==> src/frontend_consts.svh <==
`ifndef FRONTEND_CONSTS_SVH
`define FRONTEND_CONSTS_SVH

// First fetch address after reset
`define RESET_PC 32'h0000_0000

// 16 direct-mapped entries, indexed by pc[5:2]
`define BTB_IDX_BITS 4

// Return address stack entries
`define RAS_DEPTH 4

// 256 instruction words, indexed by pc[9:2]
`define MEM_ADDR_BITS 8

`endif

==> src/frontend_pkg.sv <==
package frontend_pkg;

    // Instruction word
    typedef logic [31:0] u32_t;

    // Virtual fetch address
    typedef logic [31:0] virt_t;

    // Major opcodes of the branch family, inst[31:26]
    typedef enum logic [5:0] {
        OP_JIRL = 6'b010011,
        OP_B    = 6'b010100,
        OP_BL   = 6'b010101,
        OP_BEQ  = 6'b010110,
        OP_BNE  = 6'b010111,
        OP_BLT  = 6'b011000,
        OP_BGE  = 6'b011001,
        OP_BLTU = 6'b011010,
        OP_BGEU = 6'b011011
    } br_op_t;

endpackage

==> src/ras.sv <==
`timescale 1ns/1ps
`include "frontend_consts.svh"

module ras (
    input  logic                clk,
    input  logic                rst_n,
    input  logic                push,
    input  logic                pop,
    input  frontend_pkg::virt_t push_addr,
    output frontend_pkg::virt_t ra,
    output logic                ra_valid
);
    import frontend_pkg::*;

    localparam int PTR_W = $clog2(`RAS_DEPTH);
    localparam int CNT_W = $clog2(`RAS_DEPTH + 1);

    virt_t            stack_r [`RAS_DEPTH];
    logic [PTR_W-1:0] top_r;
    logic [PTR_W-1:0] top_up;
    logic [PTR_W-1:0] top_dn;
    logic [CNT_W-1:0] cnt_r;
    logic             pop_ok;

    // Circular pointer steps
    assign top_up = (top_r == PTR_W'(`RAS_DEPTH - 1)) ? '0 : top_r + 1'b1;
    assign top_dn = (top_r == '0) ? PTR_W'(`RAS_DEPTH - 1) : top_r - 1'b1;

    assign pop_ok   = pop && (cnt_r != '0);
    assign ra       = stack_r[top_r];
    assign ra_valid = (cnt_r != '0);

    always_ff @(posedge clk or negedge rst_n) begin
        if (!rst_n) begin
            top_r <= '0;
            cnt_r <= '0;
        end else if (push && !pop_ok) begin
            top_r <= top_up;
            // Full stack drops its oldest entry
            if (cnt_r != CNT_W'(`RAS_DEPTH)) begin
                cnt_r <= cnt_r + 1'b1;
            end
        end else if (pop_ok && !push) begin
            top_r <= top_dn;
            cnt_r <= cnt_r - 1'b1;
        end
    end

    always_ff @(posedge clk) begin
        if (push && pop_ok) begin
            stack_r[top_r] <= push_addr;
        end else if (push) begin
            stack_r[top_up] <= push_addr;
        end
    end

endmodule

==> src/fetch2.sv <==
`timescale 1ns/1ps

module fetch2 (
    input  logic                clk,
    input  logic                rst_n,
    input  logic                flush,
    input  logic                f1_valid,
    input  logic                f1_predict,
    input  frontend_pkg::virt_t f1_pc,
    input  frontend_pkg::virt_t f1_next_pc,
    input  frontend_pkg::u32_t  mem_data,
    input  logic                mem_data_valid,
    output logic                rdy_in,
    input  logic                out_ready,
    output logic                out_valid,
    output frontend_pkg::u32_t  out_inst,
    output frontend_pkg::virt_t out_pc,
    output frontend_pkg::virt_t out_next_pc,
    output logic                out_predict,
    output logic                redirect_valid,
    output frontend_pkg::virt_t redirect_pc,
    output logic                redirect_predict,
    output logic                inv_valid,
    output frontend_pkg::virt_t inv_pc
);
    import frontend_pkg::*;

    logic   valid_r;
    logic   pred_r;
    virt_t  pc_r;
    virt_t  next_r;
    virt_t  seq_pc;
    logic   if2_flush;
    logic   if2_stall;
    logic   working;
    br_op_t op;
    logic   is_b;
    logic   is_bl;
    logic   is_jirl;
    logic   is_cond;
    logic   is_br;
    logic   is_return;
    logic   bp_error;
    logic   bp_advance;
    logic   bp_repredict;
    virt_t  jump_to;
    virt_t  ra;
    logic   ra_valid;

    // Redirected younger item is dropped on capture
    always_ff @(posedge clk or negedge rst_n) begin
        if (!rst_n) begin
            valid_r <= 1'b0;
        end else if (rdy_in) begin
            valid_r <= f1_valid && !flush && !redirect_valid;
        end
    end

    always_ff @(posedge clk) begin
        if (rdy_in) begin
            pc_r   <= f1_pc;
            next_r <= f1_next_pc;
            pred_r <= f1_predict;
        end
    end

    assign if2_flush = flush || !valid_r;
    assign if2_stall = !out_ready || !mem_data_valid;
    assign rdy_in    = if2_flush || !if2_stall;
    assign working   = !if2_flush && !if2_stall;

    // Pre-decode of the major opcode
    assign op = br_op_t'(mem_data[31:26]);

    always_comb begin
        is_b    = 1'b0;
        is_bl   = 1'b0;
        is_jirl = 1'b0;
        is_cond = 1'b0;
        case (op)
            OP_JIRL: is_jirl = 1'b1;
            OP_B:    is_b    = 1'b1;
            OP_BL:   is_bl   = 1'b1;
            OP_BEQ, OP_BNE, OP_BLT, OP_BGE, OP_BLTU, OP_BGEU: is_cond = 1'b1;
            default: ;
        endcase
    end

    assign is_br     = is_b || is_bl || is_jirl || is_cond;
    // jirl r0, r1, 0
    assign is_return = (mem_data == {OP_JIRL, 16'b0, 5'b00001, 5'b0});

    assign seq_pc  = pc_r + 32'd4;
    assign jump_to = pc_r + {{4{mem_data[9]}}, mem_data[9:0], mem_data[25:10], 2'b0};

    assign bp_error     = working && !is_br && pred_r && (next_r != seq_pc);
    assign bp_advance   = working && (is_b || is_bl);
    assign bp_repredict = working && is_return && ra_valid;

    ras ras_inst (
        .clk       (clk),
        .rst_n     (rst_n),
        .push      (working && is_bl),
        .pop       (bp_repredict),
        .push_addr (seq_pc),
        .ra        (ra),
        .ra_valid  (ra_valid)
    );

    always_comb begin
        redirect_valid   = 1'b1;
        redirect_pc      = seq_pc;
        redirect_predict = 1'b0;
        if (bp_error) begin
            redirect_pc = seq_pc;
        end else if (bp_advance) begin
            redirect_pc = jump_to;
        end else if (bp_repredict) begin
            redirect_pc      = ra;
            redirect_predict = 1'b1;
        end else begin
            redirect_valid = 1'b0;
        end
    end

    assign out_valid   = working;
    assign out_inst    = mem_data;
    assign out_pc      = pc_r;
    assign out_next_pc = redirect_valid ? redirect_pc : next_r;
    assign out_predict = redirect_valid ? redirect_predict : pred_r;

    assign inv_valid = bp_error;
    assign inv_pc    = pc_r;

endmodule

==> config.mk <==
export PLATFORM = sky130hd
export DESIGN_NAME = fetch2
export DESIGN_NICKNAME = d
export VERILOG_FILES = /design/src/frontend_pkg.sv /design/src/ras.sv /design/src/fetch2.sv
export VERILOG_INCLUDE_DIRS = /design/src
export SDC_FILE = /design/constraint.sdc
export NUM_CORES = 1
export LEC_CHECK = 0
export ABC_CLOCK_PERIOD_IN_PS = 7300
export BUFFER_PORTS_ARGS = -buffer_cell sky130_fd_sc_hd__buf_2
export CAP_MARGIN = 20
export CORE_ASPECT_RATIO = 0.5
export CORE_UTILIZATION = 61
export CTS_BUF_LIST = sky130_fd_sc_hd__clkbuf_8
export DETAILED_ROUTE_END_ITERATION = 8
export PLACE_DENSITY = 0.95
export SLEW_MARGIN = 20
export SYNTH_ARGS = -nofsm -noshare
export SYNTH_HDL_FRONTEND = slang
export SYNTH_HIERARCHICAL = 1
export SYNTH_SLANG_ARGS = --single-unit
==> constraint.sdc <==
create_clock -name clk -period 7.3 [get_ports clk]
set_input_delay 1.095 -clock clk [delete_from_list [all_inputs] [get_ports clk]]
set_output_delay 1.095 -clock clk [all_outputs]
set_load 0.02 [all_outputs]
# Word level (Yosys, flattened, before mapping)
# Memory sizes are Yosys's and may differ from the RTL's.
# Index checks and enable logic that the tools add are counted.
# word_totals
out_inout_bits,166
reg_bits,71
memories,1
wordCells,92
input_bits,103
ramBits,128
# op_classes
add_sub_neg,6
n_eq_ne,14
muxes,29
n_reduce_logical,36
# mem_list
name,words,word_bits,read_ports,rd_ports_with_merged_regs,write_ports,line_no,source
ras_inst.stack_r,4,32,1,0,1,ras.sv:18,virt_t stack_r [`RAS_DEPTH];
# ops
cell,n
two-way mux 32 bit,5
"== test 6 x 5 -> 1 bit, second input constant",9
"adder 32 x 3 -> 32 bit, second input constant",1
adder 32 bit,1
"== test 32 x 31 -> 1 bit, second input constant",1
inequality test 32 bit,1
OR reduction 32 bit,1
two-way mux 1 bit,16
logical AND 1 bit,14
zero test 1 bit,10
two-way mux 2 bit,5
two-way mux 3 bit,3
logical OR 1 bit,6
OR reduction 6 bit,1
"adder 3 x 1 -> 3 bit, second input constant",1
"inequality test 3 bit, second input constant",1
nonzero test 3 bit,1
"subtractor 3 x 1 -> 3 bit, second input constant",1
"adder 2 x 1 -> 2 bit, second input constant",1
"== test 2 bit, second input constant",1
zero test 2 bit,1
"inequality test 2 bit, second input constant",1
AND reduction 2 bit,1
nonzero test 2 bit,1
"subtractor 2 x 1 -> 2 bit, second input constant",1

# Logic depth before layout (Yosys ltp)
# Gate-level depths: netlist (run 1).
# depth
depth_word,12
mapped_depth,13
ltp_nobuf,11

# Cells and area by module
# The synthesis (run 1) kept the hierarchy.
# by_module_without_submodules
mod,instances,cells_per_inst,seq_area_each_um2,area_each_um2
fetch2,1,694,1976.9,6531.3
ras,1,223,3968.8,5136.2

# Worst setup path after synthesis (run 1)
# Ideal clock, no wire load.
# synth_path
path_type,input -> register
startpoint,input mem_data_valid
endpoint,"memory ras_inst/stack_r[0][0] (netlist bit), enable pin"
arrival_time_ps,5088
n_path_buf,2
stages,10
setup_time_ps,421
required_time_ps,6879
slack_ps,1791
path_cell_list,nand2_1 -> nor3b_1 -> nand4_1 -> nor3_1 -> clkbuf_1 -> nand2_1 -> ha_1 -> buf_2 -> mux2_2 -> nor2_1
# synth_between
elab_chain_len,12
word_cells_on_any_way,17
classes_between,7 x mux; 10 x reduce/logical
# synth_rtl
item,line_no,source
"start, declared",fetch2.sv:12,"input logic mem_data_valid,"
zero test 1 bit *,fetch2.sv:68,assign if2_stall = !out_ready || !mem_data_valid;
logical OR 1 bit *,fetch2.sv:68,
zero test 1 bit *,fetch2.sv:70,assign working = !if2_flush && !if2_stall;
logical AND 1 bit *,fetch2.sv:70,
via out_valid,fetch2.sv:15,"output logic out_valid,"
logical AND 1 bit * (2 in a row),fetch2.sv:98,assign bp_repredict = working && is_return && ra_valid;
via bp_repredict,fetch2.sv:45,logic bp_repredict;
logical AND 1 bit *,ras.sv:29,assign pop_ok = pop && (cnt_r != '0);
logical AND 1 bit *,ras.sv:50,if (push && pop_ok) begin
two-way mux 1 bit,ras.sv:50,
two-way mux 1 bit (implied by the code),ras.sv:53,stack_r[top_up] <= push_addr;
OR reduction 32 bit (no source line),--,
two-way mux 2 bit (no source line) or two-way mux 1 bit (tied branches),--,
"end, declared",ras.sv:18,
# Mark *: on every way through the listed nets, which the timed path passes. The rest lies on a longest branch.

# Worst setup path after layout (run 1)
# layout_path
startpoint,"register pc_r[7], in the netlist inv_pc[7]"
endpoint,output out_next_pc[19]
# layout_between
elab_chain_len,5
word_cells_on_any_way,9
classes_between,2 x add/sub; 1 x eq/ne; 5 x mux; 1 x reduce/logical
# layout_rtl
item,line_no,source
"start, declared",fetch2.sv:30,virt_t pc_r;
"start signal, assigned",fetch2.sv:61,pc_r <= f1_pc;
adder 32 x 3 -> 32 bit *,fetch2.sv:93,assign seq_pc = pc_r + 32'd4;
via seq_pc[29],fetch2.sv:32,virt_t seq_pc;
inequality test 32 bit *,fetch2.sv:96,assign bp_error = working && !is_br && pred_r && (next_r != seq_pc);
logical AND 1 bit *,fetch2.sv:96,
two-way mux 32 bit or two-way mux 1 bit (tied branches),fetch2.sv:114,if (bp_error) begin
two-way mux 32 bit *,fetch2.sv:129,assign out_next_pc = redirect_valid ? redirect_pc : next_r;
"end, declared",fetch2.sv:18,"output frontend_pkg::virt_t out_next_pc,"
# Marked as above.

==> flow_summary_export.csv, run 1 <==
group,metric,value,unit
synthesis,synth_area_leaders,"edfxtp_1, mux4_2, buf_4",
power_and_ir_drop,seq_power_share,0.515,
timing,fin_skew,0.0202,ns
synthesis,syn-cell-area,11700,µm²
floorplanning,io_pins,269,
global_routing,grt_max_degree,67,
clocking,path_clk_slew,0.11,ns
cells_and_area,area_delta_synth_final,12.5,%
synthesis,syn-mean-instance-area,12.7,µm²
detailed_routing,drt_iter0_drc,1216,
power_and_ir_drop,p_sw_frac,0.326,
critical_path,cpPeakStageDelay,0.77,ns
floorplanning,core,18600,µm²
critical_path,crit_fanout,19,
critical_path,arrival,5.35,ns
clocking,ctsResizeCount,0,
detailed_routing,wl_per_cell,26.4,µm
detailed_routing,drc,0,
floorplanning,die_y,99.8,µm
timing,fin_ws,0.859,ns
detailed_routing,drtPass1Iterations,6,
synthesis,syn-instance-count,917,
synthesis,async_flop_share,0.0302,
detailed_routing,dr_total_vias,9039,
run_status,run_status,"finished clean",
global_routing,overflow,0,
placement,dp.final_hpwl,27700,µm
critical_path,required,6.20,ns
synthesis,yosysSeqAreaShare,0.510,
clocking,clock_sinks,199,
global_routing,grt_pass1_vias,8385,
detailed_routing,viasPerCell,6.57,
critical_path,critPathBufInv,2,
synthesis,yosys_register_bits,199,
timing,post-route-period-util,0.882,
floorplanning,die_area,19700,µm²
clocking,cts_hold_buf,0,
clocking,cts_tree,"done",
critical_path,cp_top_family,"simple AND/OR/NAND/NOR gates",
critical_path,critical_path.slowest_cell,"nor4_4",
synthesis,synth_top_cell_area_share,0.497,
floorplanning,rows,35,
critical_path,path_class,"register to output pin",
power_and_ir_drop,max-vdd-ir-drop,0.140,mV
global_routing,antenna_found_initial,1,
cells_and_area,antenna_cells,0,
power_and_ir_drop,comb_power_share,0.210,
clocking,htreeDepth,4,
timing,slew_headroom,0.263,
clocking,insertion_delay,0.49,ns
global_routing,grtUsageTotal,0.373,
timing,timing.final.hold_violations,0,
clocking,cts-root-buf,"clkbuf_8",
placement,place_ws,1.28,ns
cells_and_area,utilization,0.707,
detailed_routing,routed_wl,36300,µm
timing,fmax,155,MHz
timing,period_needed,6.44,ns
critical_path,path_cells,"nand3_1 > nor4_4 > nand4_1 > xnor2_1 > o21ai_0 > nor4_1 > nand4_1 > a21oi_4 > buf_16 > mux2_1 > buf_2",
placement,numPortBuffers,268,
synthesis,yosysUniqueCellTypes,72,
critical_path,path_common_cell,"nand4_1",
timing,report.final.slew_viol_count,0,
synthesis,syn_nets,1058,
floorplanning,start_util,0.628,
critical_path,startpoint_type,"register",
timing,tightest_slew,1.10,ns
synthesis,synthFlopType,"edfxtp_1",
placement,place.gp.congestion,1.05,
synthesis,synth_enable_flop_cells,193,
critical_path,critPathCaptureType,"output pin",
job,cap_violations,0,
timing,fin_hold_ws,0.440,ns
floorplanning,die_w,198,µm
detailed_routing,ant_nets,0,
cells_and_area,drive_above_1_share,0.339,
cells_and_area,filler_cell_count,1317,
power_and_ir_drop,power.leakage,5.12,nW
power_and_ir_drop,switchingPower,0.000866,W
cells_and_area,fin_nets,1246,
clocking,cts_buffers,17,
power_and_ir_drop,pwr-share-clk,0.276,
power_and_ir_drop,power_density,203,nW/µm²
timing,finalSetupTns,0,ns
clocking,clock_path_buffers,2,
synthesis,yosys_warnings,6,
min_path,hold_path.class,"primary input to async pin",
timing,setup_viol,0,
timing,rsz0062_at_grt,"no",
clocking,post_cts_buffers,0,
power_and_ir_drop,total_power,0.00266,W
synthesis,post-synth-top-area-cell,"edfxtp_1",
global_routing,grt_pass1_wl,52300,µm
power_and_ir_drop,internal_power,0.00179,W
sequential cells by signal (all words and copies together) (netlist names):
register and cells:
inv_pc 32, pred_r 1, next_r 32, valid_r 1, ras_inst/top_r 2, ras_inst/cnt_r 3, ras_inst/stack_r 128
layer usage:
layer | up-vias | track usage | routed length (µm)
met5 | - | 0.00741 | 13
met4 | 2 | 0.0954 | 747
met3 | 64 | 0.138 | 5420
met2 | 661 | 0.510 | 15100
met1 | 4447 | 0.557 | 15100
li1 | 3865 | - | -
synthesized netlist by cell type (25+ instances only):
library cell / count
edfxtp_1: 193
buf_4: 66
xnor2_1: 49
o21ai_0: 46
ha_1: 37
xor2_1: 35
nand2_1: 33
a21oi_1: 32
nor2_1: 27
mux4_2: 26
a22oi_1: 25
inv_1: 25
area by class of cell:
type / instances / area [µm²] / area share
sequential: 199 / 5950 / 0.453
multi-input combinational: 582 / 4890 / 0.373
timing repair buffer: 280 / 1450 / 0.111
tap: 259 / 324 / 0.0247
clock buffer: 17 / 234 / 0.0178
clock inverter: 14 / 180 / 0.0137
inverter: 25 / 93.8 / 0.00715
per-stage QoR:
step,cells,area [µm²]
floorplan,917,11700
global placement,1344,12700
detailed placement,1345,12700
CTS,1376,13100
global route,1376,13100
finish,1376,13100
path summary, 6_finish.rpt:
check	from	to	slack, ns	cells past startpoint
max	inv_pc[7]	out_next_pc[19]	0.86	11
min	rst_n	ras_inst/cnt_r[0]	0.44	1
max reg2reg	valid_r	ras_inst/stack_r[3][10]	2.69	10
min reg2reg	ras_inst/cnt_r[0]	ras_inst/cnt_r[0]	0.61	1
max in group asynchronous	rst_n	ras_inst/top_r[0]	6.67	1
min in group clk	ras_inst/cnt_r[0]	ras_inst/cnt_r[0]	0.61	1
kinds of logic after synthesis:
kind of cell             after synthesis  synth area share
buffers and inverters                136            0.0732
AND/OR/NAND/NOR                      207             0.103
adder cells (fa/ha/maj)               38            0.0414
flip-flops                           199             0.510
multiplexers                          71             0.101
XOR/XNOR                              87            0.0691
AO/OA/AOI/OAI                        179             0.103
power by group through the flow:
stage                     registers, W  logic (W)  clock network (W)
final                          0.00137   0.000558           0.000733
after global placement         0.00139   0.000534                  0
after CTS                      0.00136   0.000542           0.000740
after global routing           0.00137   0.000588           0.000777
after detailed placement       0.00139   0.000540                  0
after floorplan                0.00137   0.000372                  0
cells in the final DEF, fill, tap and decap left out, types with 7 or more instances in the layout:
| cell | netlist | layout |
|---|---|---|
| a21o_1 | 8 | 8 |
| a21oi_1 | 32 | 32 |
| a22oi_1 | 25 | 25 |
| a31oi_1 | 9 | 9 |
| and3_1 | 9 | 9 |
| and4_1 | 9 | 9 |
| buf_2 | 12 | 268 |
| buf_4 | 66 | 11 |
| clkbuf_8 | 0 | 17 |
| edfxtp_1 | 193 | 193 |
| ha_1 | 37 | 37 |
| inv_1 | 25 | 25 |
| mux2_1 | 13 | 13 |
| mux2_2 | 23 | 23 |
| mux4_2 | 26 | 26 |
| nand2_1 | 33 | 33 |
| nand2b_1 | 8 | 8 |
| nand3_1 | 19 | 19 |
| nand4_1 | 22 | 22 |
| nor2_1 | 27 | 23 |
| nor2b_1 | 7 | 7 |
| nor3_1 | 21 | 20 |
| nor4_1 | 14 | 14 |
| o21ai_0 | 46 | 46 |
| xnor2_1 | 49 | 49 |
| xor2_1 | 35 | 35 |
No activity file was read; power rests on OpenSTA's default activity.
==> inputs of run 2 (changes only) <==
--- a/config.mk
+++ b/config.mk
@@ -6,14 +6,14 @@
 export SDC_FILE = /design/constraint.sdc
 export NUM_CORES = 1
 export LEC_CHECK = 0
-export ABC_CLOCK_PERIOD_IN_PS = 7300
+export ABC_CLOCK_PERIOD_IN_PS = 5300
 export BUFFER_PORTS_ARGS = -buffer_cell sky130_fd_sc_hd__buf_2
 export CAP_MARGIN = 20
 export CORE_ASPECT_RATIO = 0.5
-export CORE_UTILIZATION = 61
+export CORE_UTILIZATION = 51
 export CTS_BUF_LIST = sky130_fd_sc_hd__clkbuf_8
 export DETAILED_ROUTE_END_ITERATION = 8
-export PLACE_DENSITY = 0.95
+export PLACE_DENSITY_LB_ADDON = 0.25
 export SLEW_MARGIN = 20
 export SYNTH_ARGS = -nofsm -noshare
 export SYNTH_HDL_FRONTEND = slang
==> constraint.sdc (replaced) <==
create_clock -name clk -period 5.3 [get_ports clk]
set_input_delay 0.795 -clock clk [delete_from_list [all_inputs] [get_ports clk]]
set_output_delay 0.795 -clock clk [all_outputs]
set_load 0.02 [all_outputs]
==> run 2 against run 1 <==
Cell area increased by 2.3%. Largest power group unchanged. First-iteration DRC count decreased by 11%. Via count decreased by 3.1%. Worst hold slack got worse by 0.32 ns. Sequential share of layout area decreased by 1.0 points. Cell count increased by 5.0%. Die area increased by 19%. Sequential power increased by 35%.
==> flow_summary_export.csv, run 2 (synthesis results as in run 1) <==
group,metric,value,unit
run_status,run_status,"finished clean",
clocking,path_clk_slew,0.11,ns
detailed_routing,viasPerCell,6.06,
timing,report.final.slew_viol_count,0,
cells_and_area,layout.cells.non_filler,1445,
timing,rsz0062_at_grt,"no",
cells_and_area,layout_commonest_cell,"buf_2",
floorplanning,start_util,0.529,
critical_path,critPathBufInv,2,
critical_path,cpPeakStageDelay,0.70,ns
critical_path,path_class,"register to output pin",
timing,post-route-period-util,0.958,
timing,tightest_slew,0.753,ns
cells_and_area,drive_above_1_share,0.357,
cells_and_area,fin_nets,1272,
timing,period_needed,5.08,ns
detailed_routing,routed_wl,34900,µm
detailed_routing,drt_iter0_drc,1082,
floorplanning,core,22100,µm²
cells_and_area,design_area,13400,µm²
timing,fmax,197,MHz
floorplanning,rows,38,
placement,numPortBuffers,268,
detailed_routing,dr_total_vias,8762,
floorplanning,die_y,109,µm
timing,fin_hold_ws,0.119,ns
cells_and_area,mostFrequentLayoutCells,"buf_2, edfxtp_1, xnor2_1",
timing,finalSetupTns,0,ns
timing,setup_viol,0,
critical_path,cp_top_family,"simple AND/OR/NAND/NOR gates",
global_routing,antenna_found_initial,1,
job,cap_violations,0,
clocking,htreeDepth,4,
cells_and_area,largest_reg_flops,128,
critical_path,arrival,4.28,ns
cells_and_area,area_delta_synth_final,15.0,%
placement,place.gp.congestion,0.947,
critical_path,critical_path.slowest_cell,"edfxtp_1",
cells_and_area,filler_cell_count,1754,
timing,slew_headroom,0.496,
power_and_ir_drop,power_density,277,nW/µm²
clocking,cts-root-buf,"clkbuf_8",
placement,dp.final_hpwl,27000,µm
timing,fin_skew,0.0156,ns
clocking,clock_path_buffers,2,
critical_path,startpoint_type,"register",
cells_and_area,multi_input_area,4900,µm²
critical_path,path_cells,"nand4_4 > or3_4 > or3_1 > a311oi_1 > o32ai_1 > nor4_1 > nand4_1 > a21oi_4 > buf_4 > mux2_2 > buf_2",
detailed_routing,wl_per_cell,24.2,µm
cells_and_area,seq_area,5950,µm²
floorplanning,die_w,216,µm
critical_path,crit_fanout,15,
timing,timing.final.hold_violations,0,
min_path,hold_path.class,"primary input to async pin",
detailed_routing,drc,0,
clocking,cts_hold_buf,0,
global_routing,overflow,0,
clocking,clock_sinks,199,
floorplanning,die_area,23500,µm²
clocking,insertion_delay,0.51,ns
clocking,cts_tree,"done",
global_routing,grt_pass1_vias,7942,
placement,post_dp_cell_area,12900,µm²
cells_and_area,top_register,"ras_inst/stack_r",
detailed_routing,drtPass1Iterations,5,
placement,placed_cells,1410,
detailed_routing,ant_nets,0,
clocking,cts_buffers,17,
critical_path,required,4.51,ns
power_and_ir_drop,max-vdd-ir-drop,0.216,mV
global_routing,grt_max_degree,46,
critical_path,critPathCaptureType,"output pin",
floorplanning,io_pins,269,
global_routing,grt_pass1_wl,50000,µm
global_routing,grtUsageTotal,0.299,
power_and_ir_drop,power.leakage,5.25,nW
run 2: routing by layer:
layer  up-vias  GRT usage  wire, µm
li1       3924          -         -
met1      4303      0.460     15600
met2       490      0.410     14500
met3        45     0.0812      4200
met4         0     0.0805       593
met5         -          0         0
run 2: where the power goes:
group | internal (W) | total, W | switching, W
logic | 0.000300 | 0.000806 | 0.000506
clock network | 0.000449 | 0.00106 | 0.000615
registers | 0.00178 | 0.00185 | 0.0000708
total | 0.00253 | 0.00372 | 0.00119
run 2: final timing paths:
| check | startpoint | end | slack [ns] | cells past startpoint |
|---|---|---|---|---|
| min in group clk | f1_next_pc[5] | next_r[5] | 0.45 | 1 |
| hold reg to reg | ras_inst/cnt_r[0] | ras_inst/cnt_r[0] | 0.59 | 1 |
| setup reg to reg | ras_inst/cnt_r[2] | ras_inst/stack_r[3][1] | 1.31 | 11 |
| setup / recovery | inv_pc[11] | out_next_pc[1] | 0.22 | 11 |
| hold / removal | rst_n | valid_r | 0.12 | 1 |
| max in group asynchronous | rst_n | ras_inst/top_r[0] | 4.98 | 1 |
run 2: what timing repair did:
| item | in CTS | in global routing |
|---|---|---|
| endpoints found under the setup margin | 0 | 32 |
| resized for setup | 0 | 5 |
| buffers inserted | 0 | 2 |
run 2: per-stage QoR:
stage	utilization	worst slack, ns	power (W)
3_3_place_gp	0.586	0.575	0.00266
2_1_floorplan	-	0.0913	0.00240
6_report	0.608	0.224	0.00372
5_1_grt	0.608	0.0202	0.00386
3_5_place_dp	0.586	0.561	0.00267
4_1_cts	0.606	0.139	0.00372
run 2: area by class of cell:
class,instances,share of cell area
flip-flops and latches,199,0.443
multi-input cells,582,0.365
repair buffers,306,0.123
well taps,300,0.0280
clock buffers,17,0.0174
clock inverters,15,0.0156
inverters,25,0.00699
diodes,1,0.000186
