**src/frontend_consts.svh**
```systemverilog
`ifndef FRONTEND_CONSTS_SVH
`define FRONTEND_CONSTS_SVH

// First fetch address after reset
`define RESET_PC 32'h0000_0000

// 16 direct-mapped entries, indexed by pc[5:2]
`define BTB_IDX_BITS 4

// Return address stack entries
`define RAS_DEPTH 4

// 256 instruction words, indexed by pc[9:2]
`define MEM_ADDR_BITS 8

`endif

```
**src/frontend_pkg.sv**
```systemverilog
package frontend_pkg;

    // Instruction word
    typedef logic [31:0] u32_t;

    // Virtual fetch address
    typedef logic [31:0] virt_t;

    // Major opcodes of the branch family, inst[31:26]
    typedef enum logic [5:0] {
        OP_JIRL = 6'b010011,
        OP_B    = 6'b010100,
        OP_BL   = 6'b010101,
        OP_BEQ  = 6'b010110,
        OP_BNE  = 6'b010111,
        OP_BLT  = 6'b011000,
        OP_BGE  = 6'b011001,
        OP_BLTU = 6'b011010,
        OP_BGEU = 6'b011011
    } br_op_t;

endpackage

```
**src/btb.sv**
```systemverilog
`timescale 1ns/1ps
`include "frontend_consts.svh"

module btb (
    input  logic                clk,
    input  logic                rst_n,
    input  frontend_pkg::virt_t lookup_pc,
    output logic                hit,
    output frontend_pkg::virt_t target,
    input  logic                train_valid,
    input  frontend_pkg::virt_t train_pc,
    input  frontend_pkg::virt_t train_target,
    input  logic                inv_valid,
    input  frontend_pkg::virt_t inv_pc
);
    import frontend_pkg::*;

    localparam int IDX_W   = `BTB_IDX_BITS;
    localparam int ENTRIES = 1 << IDX_W;
    localparam int TAG_W   = 30 - IDX_W;

    logic [ENTRIES-1:0] valid_r;
    logic [TAG_W-1:0]   tag_r [ENTRIES];
    virt_t              target_r [ENTRIES];

    logic [IDX_W-1:0] lk_idx;
    logic [IDX_W-1:0] tr_idx;
    logic [IDX_W-1:0] inv_idx;

    assign lk_idx  = lookup_pc[IDX_W+1:2];
    assign tr_idx  = train_pc[IDX_W+1:2];
    assign inv_idx = inv_pc[IDX_W+1:2];

    assign hit    = valid_r[lk_idx] && (tag_r[lk_idx] == lookup_pc[31:IDX_W+2]);
    assign target = target_r[lk_idx];

    always_ff @(posedge clk or negedge rst_n) begin
        if (!rst_n) begin
            valid_r <= '0;
        end else begin
            if (train_valid) begin
                valid_r[tr_idx] <= 1'b1;
            end
            // Invalidation wins over training on the same entry
            if (inv_valid) begin
                valid_r[inv_idx] <= 1'b0;
            end
        end
    end

    always_ff @(posedge clk) begin
        if (train_valid) begin
            tag_r[tr_idx]    <= train_pc[31:IDX_W+2];
            target_r[tr_idx] <= train_target;
        end
    end

endmodule

```
**src/pc_gen.sv**
```systemverilog
`timescale 1ns/1ps
`include "frontend_consts.svh"

module pc_gen (
    input  logic                clk,
    input  logic                rst_n,
    input  logic                flush,
    input  frontend_pkg::virt_t flush_pc,
    input  logic                redirect_valid,
    input  frontend_pkg::virt_t redirect_pc,
    input  logic                redirect_predict,
    input  logic                train_valid,
    input  frontend_pkg::virt_t train_pc,
    input  frontend_pkg::virt_t train_target,
    input  logic                inv_valid,
    input  frontend_pkg::virt_t inv_pc,
    input  logic                rd_ready,
    output logic                rd_valid,
    output frontend_pkg::virt_t rd_pc,
    output frontend_pkg::virt_t next_pc,
    output frontend_pkg::virt_t f1_pc,
    output logic                f1_valid,
    output logic                f1_predict
);
    import frontend_pkg::*;

    virt_t pc_r;
    logic  run_r;
    logic  ras_tgt_r;
    logic  btb_hit;
    virt_t btb_target;
    logic  use_btb;

    btb btb_inst (
        .clk          (clk),
        .rst_n        (rst_n),
        .lookup_pc    (pc_r),
        .hit          (btb_hit),
        .target       (btb_target),
        .train_valid  (train_valid),
        .train_pc     (train_pc),
        .train_target (train_target),
        .inv_valid    (inv_valid),
        .inv_pc       (inv_pc)
    );

    // A PC taken from the RAS is already a prediction, fetch on from it sequentially
    assign use_btb = btb_hit && !ras_tgt_r;
    assign next_pc = use_btb ? btb_target : pc_r + 32'd4;

    assign rd_valid   = run_r;
    assign rd_pc      = pc_r;
    assign f1_valid   = run_r;
    assign f1_pc      = pc_r;
    assign f1_predict = use_btb;

    always_ff @(posedge clk or negedge rst_n) begin
        if (!rst_n) begin
            pc_r      <= `RESET_PC;
            run_r     <= 1'b0;
            ras_tgt_r <= 1'b0;
        end else begin
            run_r <= 1'b1;
            // Back-end flush first, then fetch2 redirect, then the prediction
            if (flush) begin
                pc_r      <= flush_pc;
                ras_tgt_r <= 1'b0;
            end else if (redirect_valid) begin
                pc_r      <= redirect_pc;
                ras_tgt_r <= redirect_predict;
            end else if (rd_valid && rd_ready) begin
                pc_r      <= next_pc;
                ras_tgt_r <= 1'b0;
            end
        end
    end

endmodule

```
**config.mk**
```make
export PLATFORM = sky130hd
export DESIGN_NAME = pc_gen
export DESIGN_NICKNAME = d
export VERILOG_FILES = /design/src/frontend_pkg.sv /design/src/btb.sv /design/src/pc_gen.sv
export VERILOG_INCLUDE_DIRS = /design/src
export SDC_FILE = /design/constraint.sdc
export NUM_CORES = 1
export LEC_CHECK = 0
export ABC_AREA = 1
export BUFFER_PORTS_ARGS = -buffer_cell sky130_fd_sc_hd__buf_4
export CELL_PAD_IN_SITES_DETAIL_PLACEMENT = 1
export CELL_PAD_IN_SITES_GLOBAL_PLACEMENT = 1
export CORE_ASPECT_RATIO = 1.5
export CORE_MARGIN = 1.5
export CORE_UTILIZATION = 35
export CTS_BUF_LIST = sky130_fd_sc_hd__clkbuf_8
export CTS_CLUSTER_DIAMETER = 120
export DETAILED_ROUTE_END_ITERATION = 16
export HOLD_SLACK_MARGIN = 0.15
export PLACE_DENSITY = 0.68
export REMOVE_ABC_BUFFERS = 1
export SETUP_SLACK_MARGIN = 0.05
export SLEW_MARGIN = 5
export SYNTH_ARGS = -nofsm -noshare
export SYNTH_HDL_FRONTEND = slang
export SYNTH_SLANG_ARGS = --single-unit
```
**constraint.sdc**
```tcl
create_clock -name clk -period 6.49 [get_ports clk]
set_input_delay 1.298 -clock clk [delete_from_list [all_inputs] [get_ports clk]]
set_output_delay 1.298 -clock clk [all_outputs]
set_load 0.02 [all_outputs]
```
* Word-level counts from Yosys, hierarchy flattened
Memory sizes are Yosys's and may differ from the RTL's.
Cells that the tools add are included.
** Storage, ports and cells
- Output and inout port bits :: 99
- Bits in writable memories :: 928
- Register bits after elaboration :: 50
- Logic and storage cells :: 40
- Memories kept :: 2
** Operators by class
- Add/sub/neg operators :: 1
- Bitwise operators :: 3
- Order comparisons :: 5
- Reductions and logical operators :: 7
- Multiplexer cells :: 17
- Eq/ne operators :: 1
** Memory list
- btb_inst.target_r :: depth 16, width 32, read ports 1, clocked after memory_dff 0, wr ports 1, line btb.sv:24 : virt_t target_r [ENTRIES];
- btb_inst.tag_r :: depth 16, width 26, read ports 1, clocked after memory_dff 0, wr ports 1, line btb.sv:23 : logic [TAG_W-1:0] tag_r [ENTRIES];
** Operator list (count)
- $mux W32 :: 4
- $add A32 B3 Y32 const B :: 1
- $mux W16 :: 2
- $eq A26 B26 Y1 :: 1
- $and A16 B16 Y16 :: 1
- $not A16 Y16 :: 1
- $or A16 B16 Y16 :: 1
- $lt A4 B5 Y1 const B :: 3
- $demux W1 S4 :: 2
- $ge A4 B1 Y1 const B :: 2
- $mux W1 :: 8
- $logic_and A1 B1 Y1 :: 5
- $bmux W1 S4 :: 1
- $reduce_bool A3 Y1 :: 1
- $logic_not A1 Y1 :: 1

* Depth between registers and ports, before layout
Gate-level depths: netlist of the first run.
- Depth in word-level cells :: 8
- Gate-level depth with buffers :: 24
- Depth with buffers taken out :: 21

* Hierarchy
Synthesis of the first run repeated with hierarchy kept, for this count alone.
** Second synthesis, totals
- Cells, all modules :: 3643
- Area total of the unflattened synthesis :: 41701.2 um2
** By module, submodules not included
- btb :: area an instance 38374.3 um2, cells each 3136, sequential area each 28267.1 um2, instances 1
- pc_gen :: area an instance 3326.9 um2, cells each 507, sequential area each 850.8 um2, instances 1

* Worst setup path after synthesis of the first run
OpenSTA, ideal clock, no wires.
- Path kind :: input port to flip-flop
- Start :: input port train_pc[2]
- End :: memory btb_inst.tag_r[13][0] (netlist bit) (enable)
- Buffers on the path :: 0
- Setup slack :: 1.976 ns
- Data required time :: 6.015 ns
- Cell stages on the path :: 4
- Data arrival time :: 4.039 ns
- Path through :: inv_1 > nor3_1 > inv_1 > nor2_1
** RTL lines
- from (decl) :: line pc_gen.sv:13 : input frontend_pkg::virt_t train_pc,
- to (decl) :: line btb.sv:23
Straight into the memory's write port.

* Worst setup path after layout of the first run
- Start :: register pc_r[4] (netlist: f1_pc[4])
- End :: output port next_pc[23]
** Between the ends
- Longest elaborated chain between the ends :: 5
- Elaborated cells between the ends (all ways) :: 9
- Those cells by class :: add/sub (1); eq/ne (1); mux (3); reduce/logical (2); memory (2)
** RTL lines
- from (decl) :: line pc_gen.sv:27 : virt_t pc_r;
- from (signal assigned) :: line pc_gen.sv:59 : pc_r <= `RESET_PC;
- from (signal assigned) :: line pc_gen.sv:66 : pc_r <= flush_pc;
- from (signal assigned) :: line pc_gen.sv:69 : pc_r <= redirect_pc;
- $mem_v2 Z16 W26 or $bmux W1 S4 (tied branches)
- $eq A26 B26 Y1 or $mux W1 (tied branches) :: line btb.sv:34 : assign hit = valid_r[lk_idx] && (tag_r[lk_idx] == lookup_pc[31:IDX_W+2]);
- $logic_and A1 B1 Y1 :: line btb.sv:34
- $logic_and A1 B1 Y1 :: line pc_gen.sv:48 : assign use_btb = btb_hit && !ras_tgt_r;
- $mux W32 (*) :: line pc_gen.sv:49 : assign next_pc = use_btb ? btb_target : pc_r + 32'd4;
- to (decl) :: line pc_gen.sv:20 : output frontend_pkg::virt_t next_pc,
Every way passes the cells marked *; elsewhere a longest branch is shown, timed or not. The select of a mux whose other input is x is not followed.

==> results of run 1 <==
-- routing by layer --
layer  track usage [%]  wire length (um)  up-vias
li1                  -                 -    13525
met1              27.8             55900    15350
met3              4.51              9520      260
met2              38.3             67500     1076
met5                 0               117        -
met4              8.41              4010       16
-- state kept, by name, summed over array words and instances (netlist names) --
register / count
ras_tgt_r: 1
f1_pc: 32
btb_inst.valid_r: 16
btb_inst.target_r: 512
f1_valid: 1
btb_inst.tag_r: 416
-- layout by cell type (no fill, tap or decap), types with 3 or more instances in the layout --
master	instances
o22ai_1	80
diode_2	4
nand4_1	8
nor2_1	399
clkbuf_8	155
buf_12	16
nor3_1	14
edfxtp_1	928
nor2_2	6
o21ai_1	19
clkinv_2	23
dfrtp_4	3
nor2_4	17
o221a_2	23
clkinv_1	29
o211ai_1	14
a31oi_1	5
o221ai_1	46
inv_6	3
a21oi_1	15
o21ai_0	289
nand2_1	994
inv_1	337
nand3_1	317
nand2_2	3
buf_4	286
dfrtp_1	47
xor2_1	26
clkinvlp_4	9
bufinv_16	8
inv_2	24
-- metrics by stage --
step	utilization, %	TNS [ps]	power, W
2_1_floorplan	-	-606260	0.00874
6_report	40.5	0	0.0147
3_5_place_dp	38.1	0	0.00981
5_1_grt	40.5	0	0.0152
4_1_cts	40.5	0	0.0148
3_3_place_gp	38.1	0	0.00974
-- cells by family after synthesis --
kind of cell	count (synthesis)	share of synthesized area [%]
adders and majority gates	1	0.0298
DFF	978	69.4
and+or+nand+nor	1767	17.0
other	1	0.00893
AOI/OAI and AO/OA	495	7.03
buffers and inverters	561	6.02
xor gates and xnor gates	26	0.542
-- final timing paths --
path | endpoint | start | slack (ps)
max | next_pc[23] | f1_pc[4] | 290
min | btb_inst.valid_r[15] | rst_n | 530
max reg2reg | f1_pc[31] | f1_pc[4] | 2410
min reg2reg | btb_inst.valid_r[9] | btb_inst.valid_r[9] | 530
max in group asynchronous | f1_pc[2] | rst_n | 5220
min in group clk | btb_inst.valid_r[9] | btb_inst.valid_r[9] | 530
-- synth_stat cells (all sizes together), types with 15 or more instances --
cell | n | area, um^2
edfxtp | 928 | 27900
clkbuf | 111 | 417
o221a | 23 | 259
a21oi | 15 | 75.1
inv | 321 | 1210
xor2 | 26 | 228
dfrtp | 50 | 1250
o21ai | 308 | 1540
nand2 | 997 | 3750
buf | 127 | 896
o22ai | 80 | 500
o221ai | 46 | 403
nor2 | 423 | 1620
nand3 | 319 | 1610
-- where the power goes --
group	internal, W	switching (W)
clock	0.00254	0.00247
sequential	0.00708	0.000131
combinational	0.000706	0.00176
-- final cells by class --
| cell class | instances | share of cell area (%) |
|---|---|---|
| multi-input cells | 2290 | 21.8 |
| clock inverters | 112 | 1.47 |
| flip-flops and latches | 978 | 60.5 |
| clock buffers | 155 | 4.43 |
| diodes | 4 | 0.0208 |
| well taps | 1570 | 4.08 |
| inverters | 323 | 2.56 |
| repair buffers | 302 | 5.13 |
==> impl_metrics.yaml, run 1 <==
outcome:
  run_status: "finished, final reports clean"
global_route:
  grtUsageTotal_pct: 22.3
  grt_max_degree: 185
  antenna_found_initial: 15
  grt_pass1_wl_mm: 200
  first_global_vias: 31263
  grt_overflow: 0
place:
  placed_cells: 5463
  place.gp.congestion: 0.854
  placed_area_um2: 45300
  dp_slack_ps: 1210
  hpwlAfterDp_mm: 82.2
  io_buffers: 236
sta:
  finalHoldWorstSlack_ps: 525
  hold_viol_final: 0
  setup_viol: 0
  rsz0062_at_grt: "no"
  layout_min_cycle_time_ps: 6200
  drv_slew: 0
  max_clock_freq_ghz: 0.161
  clock_skew_ps: 44.5
  relSlewSlack_pct: 15.8
  period_share_pct: 95.6
  worstMarginPinSlew_ps: 1260
  setup_ws_ps: 288
setup_path:
  path_cells: "inv_2 > buf_4 > buf_4 > nand3_1 > nand3_1 > nand3b_1 > nand2_1 > nand2_1 > nor2_1 > nand2_1 > nor2_1 > nand2_1 > nand2_1 > nand2_1 > buf_4"
  crit_fanout: 18
  cp_num_buf_inv: 4
  cp.required_ps: 5190
  endpoint_kind: "output port"
  crit_slowest_cell: "dfrtp_4"
  cpMostUsedCell: "nand2_1"
  slowest_delay_ps: 610
  worstPathArrival_ps: 4900
  ff2ff_path_depth: 16
  cp-start-kind: "flop"
  worstSetupPathType: "reg -> out"
  path_depth: 15
  critPathTopFamily: "simple AND/OR/NAND/NOR gates"
synth:
  synth_ff_type: "edfxtp_1"
  syn_area_um2: 42000
  synth.avg_cell_area_um2: 11.0
  synth_edf_count: 928
  ys_seq_elements: 978
  syn_inst: 3829
  ys_seq_area_share_pct: 69.4
  synth_cell_types: 38
  ys_warn_count: 0
  async_flop_share_pct: 5.11
clocking:
  postCtsSetupRepairBufs: 0
  cts.repair.resized: 0
  cts.sinks: 978
  ctsHoldBuffers: 0
  cts.clk_slew.worst_paths_ps: 70
  cts.path.max_buffers: 3
  cts_buffers: 149
  cts_tree: "done"
  cts-root-buf: "clkbuf_8"
  clk_latency_ps: 860
  htreeDepth: 4
layout:
  multi_input_area_um2: 10500
  regArea_um2: 29100
  syn2layout_area_growth_pct: 14.6
  fin_area_um2: 48100
  stdcell_count: 5734
  drive_gt1_share_pct: 14.0
  n_fill_cell: 12954
  nNetsFinal: 4213
floorplanning:
  design.die.area_um2: 122000
  initial_core_util_pct: 35.3
  die_x_um: 286
  io_pins: 267
  rows: 155
  die_h_um: 427
  core_um2: 119000
routing:
  antenna_left: 0
  vias_per_cell: 5.27
  wl_per_cell_um: 23.9
  via_count: 30227
  drc: 0
  wirelength_mm: 137
  drt_iter0_drc: 2332
  firstDrtPassIters: 5
hold_path:
  hp-class: "in -> async"
power:
  ir_worst_vdd_mv: 0.199
  p_leak_nw: 18.6
  p_per_area_nw_per_um2: 305
job:
  maxCapViolations: 0
Power figures use the tool's default switching activity.
==> inputs of run 2 (changes only) <==
ABC_AREA = not set   (was 1)
PLACE_DENSITY = 0.64   (was 0.68)
==> run 2 against run 1 <==
Compared with the run above: fmax fell by 2.5%; setup slack got worse by 160 ps; critical path depth fell by 2; highest routed layer unchanged; critical endpoint is now next_pc[18]; wire length fell by 14%; register-to-register slack got worse by 390 ps; global-route usage fell by 2.0 points.
==> impl_metrics.yaml, run 2 <==
power:
  power.internal_w: 0.0106
  p_leak_nw: 15.4
  seq_power_share_pct: 49.6
  p_clk_share_pct: 32.6
  swShare_pct: 27.5
  p_per_area_nw_per_um2: 316
  p_switching_w: 0.00401
  power_frac_comb_pct: 17.9
  ir_worst_vdd_mv: 0.176
routing:
  via_count: 21407
  wl_per_cell_um: 30.4
  firstDrtPassIters: 5
  wirelength_mm: 117
  vias_per_cell: 5.55
  antenna_left: 0
  drc: 0
  drt_iter0_drc: 2015
clocking:
  cts_tree: "done"
  cts.sinks: 978
  clk_latency_ps: 830
  cts_buffers: 147
  htreeDepth: 4
  ctsHoldBuffers: 0
  cts-root-buf: "clkbuf_8"
  cts.clk_slew.worst_paths_ps: 60
  cts.path.max_buffers: 3
sta:
  hold_viol_final: 0
  worstMarginPinSlew_ps: 1030
  setup_viol: 0
  max_clock_freq_ghz: 0.157
  relSlewSlack_pct: 31.5
  setup_ws_ps: 127
  rsz0062_at_grt: "yes"
  clock_skew_ps: 36.5
  drv_slew: 0
  period_share_pct: 98.0
  finalHoldWorstSlack_ps: 491
  layout_min_cycle_time_ps: 6360
global_route:
  grtUsageTotal_pct: 20.3
  first_global_vias: 22771
  antenna_found_initial: 12
  grt_overflow: 0
  grt_pass1_wl_mm: 165
  grt_max_degree: 66
layout:
  most-common-layout-cells: "928 x edfxtp_1, 304 x buf_4, 253 x mux4_2"
  largest_register: "btb_inst.target_r"
  multi_input_area_um2: 9780
  final_common_cell: "edfxtp_1"
  largest_reg_flops: 512
  drive_gt1_share_pct: 35.0
  syn2layout_area_growth_pct: 16.5
  n_fill_cell: 10920
  nNetsFinal: 2452
  regArea_um2: 29100
synth:
  synth_edf_count: 928
  synth.most_common_cell: "edfxtp_1"
  syn_inst: 1956
  synth_cell_types: 65
  ys_seq_area_share_pct: 73.4
  synth_ff_type: "edfxtp_1"
  ys_seq_elements: 978
  async_flop_share_pct: 5.11
  yosys-top-cells-count: "928 x edfxtp_1, 253 x mux4_2, 74 x nand2_1"
  netlist_top_cells_area: "edfxtp_1 70%, mux4_2 14%, dfrtp_1 3.2%, mux2i_1 1.6%, mux2_2 1.0%"
  syn_area_um2: 39600
  synthDominantCellAreaShare_pct: 70.3
  yosysTopAreaCell: "edfxtp_1"
  ys_warn_count: 0
  synth.avg_cell_area_um2: 20.3
setup_path:
  cp.required_ps: 5190
  worstPathArrival_ps: 5070
  cp-start-kind: "flop"
  worstSetupPathType: "reg -> out"
  crit_fanout: 26
  endpoint_kind: "output port"
floorplanning:
  design.die.area_um2: 115000
  initial_core_util_pct: 35.2
  core_um2: 113000
  rows: 151
  die_h_um: 415
  die_x_um: 278
  io_pins: 267
place:
  dp_slack_ps: 503
  io_buffers: 236
  hpwlAfterDp_mm: 69.9
  place.gp.congestion: 0.819
hold_path:
  hp-class: "reg -> reg"
outcome:
  run_status: "finished, final reports clean"
job:
  maxCapViolations: 0
==> run 2: cell types whose count changed after synthesis, moves of 37 or more <==
cell | before | now
nand3_1 | 317 | 18
mux4_2 | 0 | 253
mux2i_1 | 0 | 64
clkbuf_1 | 111 | 52
inv_1 | 295 | 14
o22ai_1 | 80 | 34
o221ai_1 | 46 | 7
o21ai_0 | 289 | 27
xnor2_1 | 0 | 37
nand2_1 | 995 | 74
nor2_1 | 417 | 59
==> run 2: layout make-up <==
type | instances | area share (%)
flip-flops and latches | 978 | 63.1
multi-input cells | 814 | 21.2
repair buffers | 322 | 5.70
clock buffers | 155 | 4.62
well taps | 1453 | 3.94
clock inverters | 113 | 1.30
inverters | 20 | 0.173
diodes | 2 | 0.0108
==> run 2: final timing paths <==
kind,start,endpoint,slack (ps),cells after the start
worst min register to register,btb_inst.valid_r[9],btb_inst.valid_r[9],490,1
worst max-delay path,f1_pc[2],next_pc[18],130,13
worst max register to register,f1_pc[2],f1_pc[4],2020,13
min in group asynchronous,rst_n,f1_pc[16],590,1
max in group asynchronous,rst_n,f1_pc[5],5200,1
worst min-delay path,btb_inst.valid_r[9],btb_inst.valid_r[9],490,1
==> run 2: repair_timing <==
item	4_1_cts	5_1_grt
setup endpoints to repair	32	30
gates resized for setup	5	7
gates cloned	0	3
pin swaps	0	1
setup buffers	8	2
==> run 2: power groups by stage <==
stage / sequential [W] / combinational, W / clock [W]
2_1_floorplan: 0.00757 / 0.00165 / 0
5_1_grt: 0.00725 / 0.00274 / 0.00510
3_5_place_dp: 0.00741 / 0.00253 / 0
3_3_place_gp: 0.00739 / 0.00249 / 0
4_1_cts: 0.00723 / 0.00263 / 0.00487
6_report: 0.00723 / 0.00260 / 0.00475
==> run 2: through the flow <==
stage,utilization [%],cell area [um^2],instances,setup TNS (ps),power (W)
finish,41.0,46200,3857,0,0.0146
global route,41.0,46200,3857,0,0.0151
CTS,40.9,46100,3850,0,0.0147
detailed placement,38.4,43200,3574,0,0.00993
global placement,38.4,43200,3574,0,0.00988
floorplan,-,38800,1812,-465800,0.00921
==> run 2: cells by family (layout without fill, tap and decap cells) <==
logic type	after synthesis	in the layout	share of synthesized area, %
fa+ha+maj	1	1	0.0316
xor+xnor	58	58	1.28
simple gates	225	225	2.69
other cells	1	3	0.00946
flops	978	978	73.4
mux	359	359	17.2
buf+inv	164	610	2.24
compound gates	170	170	3.12
==> run 2: layer usage <==
| metal | part of all wire [%] | vias to the layer above | track usage, % |
|---|---|---|---|
| li1 | - | 8743 | - |
| met1 | 40 | 11410 | 26.3 |
| met2 | 49 | 1000 | 32.7 |
| met3 | 7.6 | 242 | 4.88 |
| met4 | 4.0 | 12 | 8.69 |
| met5 | 0.069 | - | 0 |
==> run 2: critical path: stages (launching register included) <==
cell and delay, ps:
dfrtp_4 530, buf_4 170, buf_12 170, nor2_1 570
a22oi_1 160, nand2_1 110, xnor2_1 110, o31ai_1 570
o2111ai_1 380, nor4b_4 370, buf_4 190, clkbuf_16 180
mux2_1 470, buf_4 220
==> inputs of run 3 (changes only) <==
CORE_UTILIZATION = 48   (was 35)
PLACE_DENSITY = 0.81   (was 0.64)
==> run 3 against run 2 <==
Compared with the run above: combinational power is essentially flat; critical endpoint unchanged; highest routed layer unchanged; first-iteration DRC count increased by 40%; fmax is 0.69% lower; largest power group unchanged; largest cell class unchanged; wire length decreased by 1.7%; critical path type unchanged.
==> impl_metrics.yaml, run 3 (synthesized netlist as in run 2, its figures left out) <==
routing:
  vias_per_cell: 6.40
  drt_iter0_drc: 2815
  drc: 0
  antenna_left: 0
  wl_per_cell_um: 33.6
  via_count: 21992
  wirelength_mm: 115
  firstDrtPassIters: 5
clocking:
  cts.clk_slew.worst_paths_ps: 60
  cts-root-buf: "clkbuf_8"
  cts_tree: "done"
  cts_buffers: 143
  clk_latency_ps: 850
  cts.sinks: 978
  cts.path.max_buffers: 3
  htreeDepth: 4
power:
  power_frac_comb_pct: 17.6
  p_leak_nw: 15.4
  power.internal_w: 0.0106
  p_clk_share_pct: 32.9
  swShare_pct: 27.4
  ir_worst_vdd_mv: 0.220
  p_per_area_nw_per_um2: 321
  p_total_w: 0.0147
  seq_power_share_pct: 49.5
  p_switching_w: 0.00402
layout:
  most-common-layout-cells: "928 x edfxtp_1, 305 x buf_4, 253 x mux4_2"
  largest_register: "btb_inst.target_r"
  syn2layout_area_growth_pct: 15.2
  fin_area_um2: 45700
  final_common_cell: "edfxtp_1"
  drive_gt1_share_pct: 35.1
  largest_reg_flops: 512
  n_fill_cell: 7129
  nNetsFinal: 2450
place:
  placed_area_um2: 42700
  hpwlAfterDp_mm: 68.7
  io_buffers: 236
  place.gp.congestion: 0.867
floorplanning:
  initial_core_util_pct: 48.6
  design.die.area_um2: 84400
  rows: 128
  io_pins: 267
  core_um2: 81500
  die_h_um: 355
  die_x_um: 238
global_route:
  grt_overflow: 0
  first_global_vias: 23690
  grt_pass1_wl_mm: 164
  grt_max_degree: 61
  antenna_found_initial: 7
  grtUsageTotal_pct: 27.7
sta:
  period_share_pct: 98.7
  relSlewSlack_pct: 15.1
  setup_viol: 0
  clock_skew_ps: 45.1
  drv_slew: 0
  layout_min_cycle_time_ps: 6410
  rsz0062_at_grt: "no"
  hold_viol_final: 0
  worstMarginPinSlew_ps: 1270
  finalHoldWorstSlack_ps: 488
  max_clock_freq_ghz: 0.156
setup_path:
  cp.required_ps: 5190
  cp-start-kind: "flop"
  endpoint_kind: "output port"
  path_cells: "buf_12 > buf_4 > mux4_2 > mux2i_1 > xor2_1 > o311ai_0 > a211o_1 > a2111o_1 > nor4b_4 > buf_4 > clkbuf_16 > mux2_1 > buf_4"
  slowest_delay_ps: 500
  worstPathArrival_ps: 5110
  cpMostUsedCell: "buf_4"
  crit_fanout: 20
  crit_slowest_cell: "mux4_2"
  worstSetupPathType: "reg -> out"
job:
  maxCapViolations: 0
outcome:
  run_status: "finished, final reports clean"
hold_path:
  hp-class: "reg -> reg"
==> run 3: cell types whose count changed in the layout (fill, tap and decap cells not counted), moves of 2 or more <==
cell / change
clkbuf_8: -2
inv_6: +4
inv_1: -13
bufinv_16: +2
clkinvlp_4: -3
clkinv_2: +2
mux2i_1: +2
mux2i_2: -2
diode_2: +2
==> run 3: critical path, delay by kind of cell, from the launching register on <==
| kind | cells | cell delay (ps) |
|---|---|---|
| compound gates | 3 | 1040 |
| xor+xnor | 1 | 250 |
| buf+inv | 5 | 910 |
| flops | 1 | 450 |
| mux | 3 | 1290 |
| simple gates | 1 | 310 |
==> run 3: area by class of cell <==
class / instances / area, um^2 / area share, %
clock inverter: 105 / 631 / 1.38
tap: 1040 / 1300 / 2.85
sequential: 978 / 29100 / 63.8
inverter: 20 / 80.1 / 0.175
antenna: 4 / 10.0 / 0.0219
multi-input combinational: 814 / 9770 / 21.4
clock buffer: 153 / 2110 / 4.61
timing repair buffer: 324 / 2660 / 5.81
==> run 3: what timing repair did <==
item                                    CTS  global route
endpoints found under the setup margin   32            30
hold buffers                              0             0
gates resized for setup                   5             5
pin swaps                                 0             1
hold endpoints to repair                  0             0
setup buffers                             7             8
gates cloned                              0             2
==> run 3: layer usage <==
layer | wire, um | track usage [%]
met1 | 40700 | 34.0
met2 | 57500 | 45.6
met3 | 12200 | 7.51
met4 | 5070 | 13.2
met5 | 35 | 0
==> run 3: stage by stage <==
| step | util [%] | worst slack [ps] | instances | TNS (ps) |
|---|---|---|---|---|
| floorplan | - | -7580 | 1812 | -465800 |
| global placement | 52.3 | 738 | 3159 | 0 |
| detailed placement | 52.3 | 576 | 3159 | 0 |
| CTS | 55.9 | 68.9 | 3424 | 0 |
| global route | 56.0 | 17.2 | 3438 | 0 |
| finish | 56.0 | 82.4 | 3438 | 0 |
==> run 3: path summary, 6_finish.rpt <==
kind / start / endpoint / slack, ps / cells after the start
max: f1_pc[2] / next_pc[18] / 80 / 13
min: btb_inst.valid_r[7] / btb_inst.valid_r[7] / 490 / 1
max reg2reg: f1_pc[2] / f1_pc[13] / 1910 / 13
min reg2reg: btb_inst.valid_r[7] / btb_inst.valid_r[7] / 490 / 1
max in group asynchronous: rst_n / f1_pc[2] / 5250 / 1
min in group asynchronous: rst_n / f1_pc[8] / 560 / 1
==> run 3: power by group through the flow <==
stage | Clock [W] | Combinational [W] | Sequential (W)
5_1_grt | 0.00508 | 0.00268 | 0.00726
2_1_floorplan | 0 | 0.00165 | 0.00757
3_3_place_gp | 0 | 0.00234 | 0.00740
4_1_cts | 0.00486 | 0.00250 | 0.00727
3_5_place_dp | 0 | 0.00242 | 0.00743
6_report | 0.00482 | 0.00258 | 0.00725
